File: src/hdl/dcache_macros.svh
`ifndef DCACHE_MACROS_SVH
`define DCACHE_MACROS_SVH

// cache geometry
`define DC_WAYS 2
`define DC_SETS 16

// set index width, log2 of DC_SETS
`define DC_IDX_W 4

// bus widths
`define DC_ADDR_W 32
`define DC_DATA_W 32

`endif

File: src/hdl/dcache_pkg.sv
`include "dcache_macros.svh"
`default_nettype none

package dcache_pkg;

  typedef logic [`DC_ADDR_W-1:0] addr_t;
  typedef logic [`DC_DATA_W-1:0] word_t;

  // address bits 5..2
  typedef logic [`DC_IDX_W-1:0] idx_t;

  // address bits 31..6, one-word lines leave no line offset
  typedef logic [`DC_ADDR_W-`DC_IDX_W-3:0] tag_t;

  // one bit per way, one-hot
  typedef logic [`DC_WAYS-1:0] way_sel_t;

  typedef enum logic [2:0] {
    LD_B  = 3'd0,
    LD_BU = 3'd1,
    LD_H  = 3'd2,
    LD_HU = 3'd3,
    LD_W  = 3'd4
  } ld_type_t;

  typedef enum logic [1:0] {
    RF_IDLE   = 2'd0,
    RF_SETUP  = 2'd1,
    RF_ACCESS = 2'd2,
    RF_RESP   = 2'd3
  } refill_state_t;

endpackage

`default_nettype wire

File: src/hdl/dcache_req_stage.sv
`include "dcache_macros.svh"
`default_nettype none

module dcache_req_stage (
  input  logic                clk,
  input  logic                rst_n,
  input  logic                req_valid_i,
  input  dcache_pkg::addr_t   req_addr_i,
  input  dcache_pkg::ld_type_t req_type_i,
  output logic                req_ready_o,
  input  logic                stall_i,
  output dcache_pkg::idx_t    lk_idx_o,
  output dcache_pkg::tag_t    lk_tag_o,
  output logic                lk_valid_o,
  output logic                lk_uncached_o,
  output dcache_pkg::ld_type_t lk_type_o,
  output logic [1:0]          lk_off_o
);

  import dcache_pkg::*;

  logic accept;
  idx_t idx_q;

  assign req_ready_o = !stall_i;
  assign accept      = req_valid_i && req_ready_o;

  // while stalled the ways keep reading the set of the load in flight
  assign lk_idx_o = stall_i ? idx_q : req_addr_i[`DC_IDX_W+1:2];

  always_ff @(posedge clk) begin
    if (!rst_n) begin
      lk_valid_o <= 1'b0;
    end else begin
      lk_valid_o <= accept;
    end
  end

  always_ff @(posedge clk) begin
    if (accept) begin
      idx_q         <= req_addr_i[`DC_IDX_W+1:2];
      lk_tag_o      <= req_addr_i[`DC_ADDR_W-1:`DC_IDX_W+2];
      lk_type_o     <= req_type_i;
      lk_off_o      <= req_addr_i[1:0];
      // top half of the map bypasses the cache
      lk_uncached_o <= req_addr_i[`DC_ADDR_W-1];
    end
  end

endmodule

`default_nettype wire

File: src/hdl/dcache_way.sv
`include "dcache_macros.svh"
`default_nettype none

module dcache_way (
  input  logic             clk,
  input  logic             rst_n,
  input  dcache_pkg::idx_t rd_idx_i,
  input  dcache_pkg::tag_t cmp_tag_i,
  output logic             hit_o,
  output dcache_pkg::word_t data_o,
  input  logic             fill_we_i,
  input  dcache_pkg::idx_t fill_idx_i,
  input  dcache_pkg::tag_t fill_tag_i,
  input  dcache_pkg::word_t fill_data_i
);

  import dcache_pkg::*;

  logic [`DC_SETS-1:0] valid_q;
  tag_t  tag_ram  [`DC_SETS];
  word_t data_ram [`DC_SETS];

  // read port registers
  logic  rd_valid_q;
  tag_t  rd_tag_q;
  word_t rd_data_q;

  always_ff @(posedge clk) begin
    if (!rst_n) begin
      valid_q    <= '0;
      rd_valid_q <= 1'b0;
    end else begin
      rd_valid_q <= valid_q[rd_idx_i];
      if (fill_we_i) begin
        valid_q[fill_idx_i] <= 1'b1;
      end
    end
  end

  // read before write on a shared set
  always_ff @(posedge clk) begin
    rd_tag_q  <= tag_ram[rd_idx_i];
    rd_data_q <= data_ram[rd_idx_i];
    if (fill_we_i) begin
      tag_ram[fill_idx_i]  <= fill_tag_i;
      data_ram[fill_idx_i] <= fill_data_i;
    end
  end

  // compare in the cycle after the read
  assign hit_o  = rd_valid_q && (rd_tag_q == cmp_tag_i);
  assign data_o = rd_data_q;

endmodule

`default_nettype wire

File: src/hdl/dcache_hit_merge.sv
`include "dcache_macros.svh"
`default_nettype none

module dcache_hit_merge (
  input  dcache_pkg::way_sel_t              way_hit_i,
  input  dcache_pkg::word_t [`DC_WAYS-1:0]  way_data_i,
  input  logic                              lk_valid_i,
  input  logic                              lk_uncached_i,
  input  dcache_pkg::ld_type_t              lk_type_i,
  input  logic [1:0]                        lk_off_i,
  input  logic                              fill_valid_i,
  input  dcache_pkg::word_t                 fill_data_i,
  output logic                              rsp_valid_o,
  output dcache_pkg::word_t                 rsp_data_o
);

  import dcache_pkg::*;

  word_t word;
  word_t shifted;

  // refill word wins, hits are stale while a refill responds
  always_comb begin
    if (fill_valid_i) begin
      word = fill_data_i;
    end else begin
      word = '0;
      for (int w = 0; w < `DC_WAYS; w++) begin
        if (way_hit_i[w]) begin
          word = word | way_data_i[w];
        end
      end
    end
  end

  // byte lane down to bit 0
  assign shifted = word >> {lk_off_i, 3'b000};

  always_comb begin
    case (lk_type_i)
      LD_B:    rsp_data_o = {{24{shifted[7]}}, shifted[7:0]};
      LD_BU:   rsp_data_o = {24'b0, shifted[7:0]};
      LD_H:    rsp_data_o = {{16{shifted[15]}}, shifted[15:0]};
      LD_HU:   rsp_data_o = {16'b0, shifted[15:0]};
      default: rsp_data_o = shifted;
    endcase
  end

  // uncached loads never answer from the ways
  assign rsp_valid_o = fill_valid_i || (lk_valid_i && !lk_uncached_i && (|way_hit_i));

endmodule

`default_nettype wire

File: src/hdl/dcache_refill_fsm.sv
`include "dcache_macros.svh"
`default_nettype none

module dcache_refill_fsm (
  input  logic                 clk,
  input  logic                 rst_n,
  input  logic                 lk_valid_i,
  input  logic                 lk_uncached_i,
  input  dcache_pkg::tag_t     lk_tag_i,
  input  dcache_pkg::idx_t     lk_idx_i,
  input  logic                 any_hit_i,
  output logic                 stall_o,
  output dcache_pkg::way_sel_t fill_we_o,
  output dcache_pkg::tag_t     fill_tag_o,
  output dcache_pkg::word_t    fill_data_o,
  output logic                 fill_valid_o,
  output logic                 psel_o,
  output logic                 penable_o,
  output dcache_pkg::addr_t    paddr_o,
  input  dcache_pkg::word_t    prdata_i,
  input  logic                 pready_i
);

  import dcache_pkg::*;

  refill_state_t state_q;
  refill_state_t state_d;
  addr_t addr_q;
  logic  unc_q;
  word_t data_q;
  logic [$clog2(`DC_WAYS)-1:0] victim_q;
  logic  start;
  logic  done;

  assign start = lk_valid_i && (lk_uncached_i || !any_hit_i);
  assign done  = (state_q == RF_ACCESS) && pready_i;

  always_comb begin
    state_d = state_q;
    case (state_q)
      RF_IDLE: begin
        if (start) begin
          state_d = RF_SETUP;
        end
      end
      RF_SETUP: begin
        state_d = RF_ACCESS;
      end
      RF_ACCESS: begin
        if (pready_i) begin
          state_d = RF_RESP;
        end
      end
      default: begin
        state_d = RF_IDLE;
      end
    endcase
  end

  always_ff @(posedge clk) begin
    if (!rst_n) begin
      state_q  <= RF_IDLE;
      victim_q <= '0;
    end else begin
      state_q <= state_d;
      // round robin, only cached fills move it
      if (done && !unc_q) begin
        victim_q <= (victim_q == `DC_WAYS - 1) ? '0 : victim_q + 1'b1;
      end
    end
  end

  always_ff @(posedge clk) begin
    if ((state_q == RF_IDLE) && start) begin
      addr_q <= {lk_tag_i, lk_idx_i, 2'b00};
      unc_q  <= lk_uncached_i;
    end
    if (done) begin
      data_q <= prdata_i;
    end
  end

  // stall from the miss cycle up to the response cycle
  assign stall_o = (state_q == RF_IDLE) ? start : (state_q != RF_RESP);

  // APB master, read only
  assign psel_o    = (state_q == RF_SETUP) || (state_q == RF_ACCESS);
  assign penable_o = (state_q == RF_ACCESS);
  assign paddr_o   = addr_q;

  // way write on the completing edge
  assign fill_we_o    = (done && !unc_q) ? (way_sel_t'(1'b1) << victim_q) : '0;
  assign fill_tag_o   = addr_q[`DC_ADDR_W-1:`DC_IDX_W+2];
  assign fill_data_o  = (state_q == RF_ACCESS) ? prdata_i : data_q;
  assign fill_valid_o = (state_q == RF_RESP);

endmodule

`default_nettype wire

File: src/hdl/dcache_rport.sv
`include "dcache_macros.svh"
`default_nettype none

module dcache_rport (
  input  logic                 clk,
  input  logic                 rst_n,
  input  logic                 req_valid_i,
  input  dcache_pkg::addr_t    req_addr_i,
  input  dcache_pkg::ld_type_t req_type_i,
  output logic                 req_ready_o,
  output logic                 rsp_valid_o,
  output dcache_pkg::word_t    rsp_data_o,
  output logic                 psel_o,
  output logic                 penable_o,
  output dcache_pkg::addr_t    paddr_o,
  input  dcache_pkg::word_t    prdata_i,
  input  logic                 pready_i
);

  import dcache_pkg::*;

  // lookup from the request stage
  idx_t     lk_idx;
  tag_t     lk_tag;
  logic     lk_valid;
  logic     lk_uncached;
  ld_type_t lk_type;
  logic [1:0] lk_off;

  way_sel_t way_hit;
  word_t [`DC_WAYS-1:0] way_data;

  // refill path back into the ways
  way_sel_t fill_we;
  idx_t     fill_idx;
  tag_t     fill_tag;
  word_t    fill_data;
  logic     fill_valid;
  logic     stall;

  assign fill_idx = paddr_o[`DC_IDX_W+1:2];

  dcache_req_stage u_req_stage (
    .clk           (clk),
    .rst_n         (rst_n),
    .req_valid_i   (req_valid_i),
    .req_addr_i    (req_addr_i),
    .req_type_i    (req_type_i),
    .req_ready_o   (req_ready_o),
    .stall_i       (stall),
    .lk_idx_o      (lk_idx),
    .lk_tag_o      (lk_tag),
    .lk_valid_o    (lk_valid),
    .lk_uncached_o (lk_uncached),
    .lk_type_o     (lk_type),
    .lk_off_o      (lk_off)
  );

  for (genvar w = 0; w < `DC_WAYS; w++) begin : g_way
    dcache_way u_way (
      .clk         (clk),
      .rst_n       (rst_n),
      .rd_idx_i    (lk_idx),
      .cmp_tag_i   (lk_tag),
      .hit_o       (way_hit[w]),
      .data_o      (way_data[w]),
      .fill_we_i   (fill_we[w]),
      .fill_idx_i  (fill_idx),
      .fill_tag_i  (fill_tag),
      .fill_data_i (fill_data)
    );
  end

  dcache_hit_merge u_hit_merge (
    .way_hit_i     (way_hit),
    .way_data_i    (way_data),
    .lk_valid_i    (lk_valid),
    .lk_uncached_i (lk_uncached),
    .lk_type_i     (lk_type),
    .lk_off_i      (lk_off),
    .fill_valid_i  (fill_valid),
    .fill_data_i   (fill_data),
    .rsp_valid_o   (rsp_valid_o),
    .rsp_data_o    (rsp_data_o)
  );

  dcache_refill_fsm u_refill_fsm (
    .clk           (clk),
    .rst_n         (rst_n),
    .lk_valid_i    (lk_valid),
    .lk_uncached_i (lk_uncached),
    .lk_tag_i      (lk_tag),
    .lk_idx_i      (lk_idx),
    .any_hit_i     (|way_hit),
    .stall_o       (stall),
    .fill_we_o     (fill_we),
    .fill_tag_o    (fill_tag),
    .fill_data_o   (fill_data),
    .fill_valid_o  (fill_valid),
    .psel_o        (psel_o),
    .penable_o     (penable_o),
    .paddr_o       (paddr_o),
    .prdata_i      (prdata_i),
    .pready_i      (pready_i)
  );

endmodule

`default_nettype wire

File: config.mk
export PLATFORM = sky130hd
export DESIGN_NAME = dcache_rport
export DESIGN_NICKNAME = d
export VERILOG_FILES = /design/src/hdl/dcache_pkg.sv /design/src/hdl/dcache_req_stage.sv /design/src/hdl/dcache_way.sv /design/src/hdl/dcache_hit_merge.sv /design/src/hdl/dcache_refill_fsm.sv /design/src/hdl/dcache_rport.sv
export VERILOG_INCLUDE_DIRS = /design/src /design/src/hdl
export SDC_FILE = /design/constraint.sdc
export NUM_CORES = 2
export LEC_CHECK = 0
export BUFFER_PORTS_ARGS = -buffer_cell sky130_fd_sc_hd__buf_2
export CAP_MARGIN = 20
export CORE_UTILIZATION = 35
export CTS_BUF_LIST = sky130_fd_sc_hd__clkbuf_8 sky130_fd_sc_hd__clkbuf_16
export DETAILED_ROUTE_END_ITERATION = 10
export PLACE_DENSITY = 0.6
export SLEW_MARGIN = 0
export SYNTH_ARGS = -nofsm -noshare
export SYNTH_HDL_FRONTEND = slang
export SYNTH_SLANG_ARGS = --single-unit
File: constraint.sdc
create_clock -name clk -period 16.5 [get_ports clk]
set_input_delay 2.475 -clock clk [delete_from_list [all_inputs] [get_ports clk]]
set_output_delay 2.475 -clock clk [all_outputs]
set_load 0.005 [all_outputs]
==> flow_summary.yaml <==
logic_synthesis:
  synth-seq-cells: 2107
  ys_seq_area_frac: 0.774
  postSynthCellCount: 4898
  avgSynthCellArea_um2: 16.3
  async_reset_ff_frac: 0
  synth_area_mm2: 0.0797
  synthFlopType: "edfxtp_1"
  synth_enable_flop_cells: 1953
  ys.warnings.count: 0
  yosysUniqueCellTypes: 60
setup_path:
  cp.arrival_ns: 5.44
  crit_type: "flop to output port"
  cp_max_fo: 36
  start_kind: "flop"
  cp.required_ns: 14.03
  endpoint_kind: "output port"
floorplan:
  start_util: 0.353
  fp.coreArea_mm2: 0.226
  die_height_um: 479
  die_area_mm2: 0.230
  ios: 139
  die_x_um: 479
  rows: 174
cells_and_area:
  ff_latch_area_mm2: 0.0617
  nNetsFinal: 5130
  fillers: 20476
  multi_input_area_mm2: 0.0170
  drive_above_1_share: 0.121
  mostFrequentLayoutCells: "edfxtp_1, nand2_1, mux2i_1, a32oi_1, clkbuf_16"
  final_common_cell: "edfxtp_1"
  final_cell_area_mm2: 0.0906
  area_delta_synth_final_pct: 13.7
  final_core_util: 0.402
global_routing:
  gr-total-overflow: 0
  grt_pass1_vias: 44487
  track_usage: 0.199
  grt_pass1_wl_um: 330000
  antenna_found_initial: 8
  grt_max_degree: 160
power_and_ir_drop:
  power.total_w: 0.0144
  power_switching_share: 0.314
  power_frac_seq: 0.450
  powerDensity_mw_per_mm2: 159
  irDropWorstVdd_mv: 0.140
  p_switching_w: 0.00453
  intPower_w: 0.00990
  pwr-share-clk: 0.308
  pwr-share-comb: 0.242
  p_leak_nw: 30.0
sta:
  finalSetupTns_ns: 0
  max_freq_mhz: 126
  min_period_over_period: 0.480
  rsz0062_at_grt: "false"
  setup_violations: 0
  slew_violations: 0
  period_needed_ns: 7.92
  slew_headroom: 0.193
  fin_skew_ns: 0.0327
  holdWs_ns: 0.462
  hold_violations: 0
  worst_pin_slew_ns: 1.20
detailed_routing:
  wire_per_inst_um: 28.5
  drtIter0Drc: 6072
  viasPerCell: 5.68
  drt-pass1-iter-count: 6
  wirelength_um: 234000
  num_vias: 46678
  antenna_left: 0
  drc: 0
clock_tree:
  clk_latency_ns: 0.84
  cts_max_level: 4
  cts_buffers: 195
  cts_resized: 0
  cts_tree: "built"
  cts_setup_buffers: 0
  cts_root_buffer: "clkbuf_16"
  cts_hold_buf: 0
  cts.reportedPaths.clkPinSlew_ns: 0.06
  cts_sinks: 2107
  cts_buffer_depth: 3
placement:
  gp_congestion: 0.814
  placed_cell_area_mm2: 0.0842
  dp_hpwl_um: 117000
  port_buffers: 136
job:
  max-cap-violations: 0
hold_path:
  hp-class: "flop to flop"
run_status:
  status: "finished, final reports clean"
## cells in the mapped netlist, drive strengths merged (11+ instances only)
cell / n / area, um2
a21oi: 26 / 130
a221o: 11 / 110
a221oi: 22 / 193
a32oi: 467 / 4090
and4: 119 / 1040
buf: 67 / 342
clkbuf: 230 / 863
dfxtp: 154 / 3080
edfxtp: 1953 / 58600
mux2: 41 / 462
mux2i: 485 / 4850
nand2: 953 / 3580
nand3: 12 / 60.1
nand4: 23 / 144
nor2: 84 / 323
nor3: 23 / 120
o21a: 34 / 255
o21ai: 44 / 220
xnor2: 41 / 367
xor2: 11 / 96.3
## metrics by stage
stage               setup slack [ns]  instances
finish                          8.58       8219
global route                    8.41       8219
CTS                             8.66       8212
detailed placement              9.12       7845
global placement                9.17       7844
floorplan                       8.81       4899
## state kept, by name, summed over array words and instances (netlist names), 2 cells and up
register,flops
g_way.u_way.data_ram,1024
g_way.u_way.tag_ram,832
g_way.u_way.data_o,64
g_way.u_way.rd_tag_q,52
g_way.u_way.valid_q,32
u_refill_fsm.data_q,32
u_refill_fsm.paddr_o,29
u_req_stage.lk_tag_o,25
u_req_stage.idx_q,4
u_req_stage.lk_type_o,3
g_way.u_way.rd_valid_q,2
u_refill_fsm.state_q,2
u_req_stage.lk_off_o,2
## cell families after synthesis
| logic type | synth area share |
|---|---|
| and+or+nand+nor | 0.0701 |
| other | 0.0000470 |
| muxes | 0.0667 |
| AOI/OAI and AO/OA | 0.0668 |
| DFF | 0.774 |
| buffers and inverters | 0.0156 |
| xor gates and xnor gates | 0.00581 |
| adders and majority gates | 0.000471 |
## critical path, cell delays in order (launching register included)
cell and delay [ns]:
edfxtp_1 0.67, xnor2_2 0.32, nand4_1 0.13, or4_1 0.58, nor4_4 0.29, buf_4 0.71
a221o_1 0.64, a32oi_1 0.25, mux2i_1 0.18, o211ai_1 0.36, o21ai_0 0.23, buf_2 0.15
## worst paths after layout
check,start,endpoint,slack [ns],cells after the start
setup / recovery,u_req_stage.lk_uncached_o$_DFFE_PP_,rsp_data_o[25],8.58,11
hold / removal,g_way[1].u_way.valid_q[5]$_SDFFE_PN0P_,g_way[1].u_way.valid_q[5]$_SDFFE_PN0P_,0.46,1
setup reg to reg,u_req_stage.lk_uncached_o$_DFFE_PP_,g_way[0].u_way.rd_tag_q[1]$_DFF_P_,9.25,13
hold reg to reg,g_way[1].u_way.valid_q[5]$_SDFFE_PN0P_,g_way[1].u_way.valid_q[5]$_SDFFE_PN0P_,0.46,1
## area by class of cell
cell class | count | area share
Antenna cell | 1 | 0.0000276
Clock buffer | 223 | 0.0590
Clock inverter | 144 | 0.0108
Multi-Input combinational cell | 2484 | 0.188
Sequential cell | 2107 | 0.681
Tap cell | 2992 | 0.0413
Timing Repair Buffer | 257 | 0.0195
Inverter | 11 | 0.000538
## metal layers
layer	vias up	routed length, um	global-route usage	part of all wire
met3	321	21700	0.0323	0.093
met4	0	5110	0.0517	0.022
met2	2323	106000	0.307	0.45
li1	19563	-	-	-
met1	24471	101000	0.291	0.43
met5	-	0	0	0
## power by group through the flow
stage	clock (W)	sequential [W]	combinational (W)
after floorplan	0	0.00651	0.00226
after global routing	0.00471	0.00651	0.00371
after detailed placement	0	0.00661	0.00344
final	0.00445	0.00649	0.00349
after global placement	0	0.00661	0.00339
after CTS	0.00450	0.00650	0.00346
Note: power is estimated with default switching activity, not from simulation.
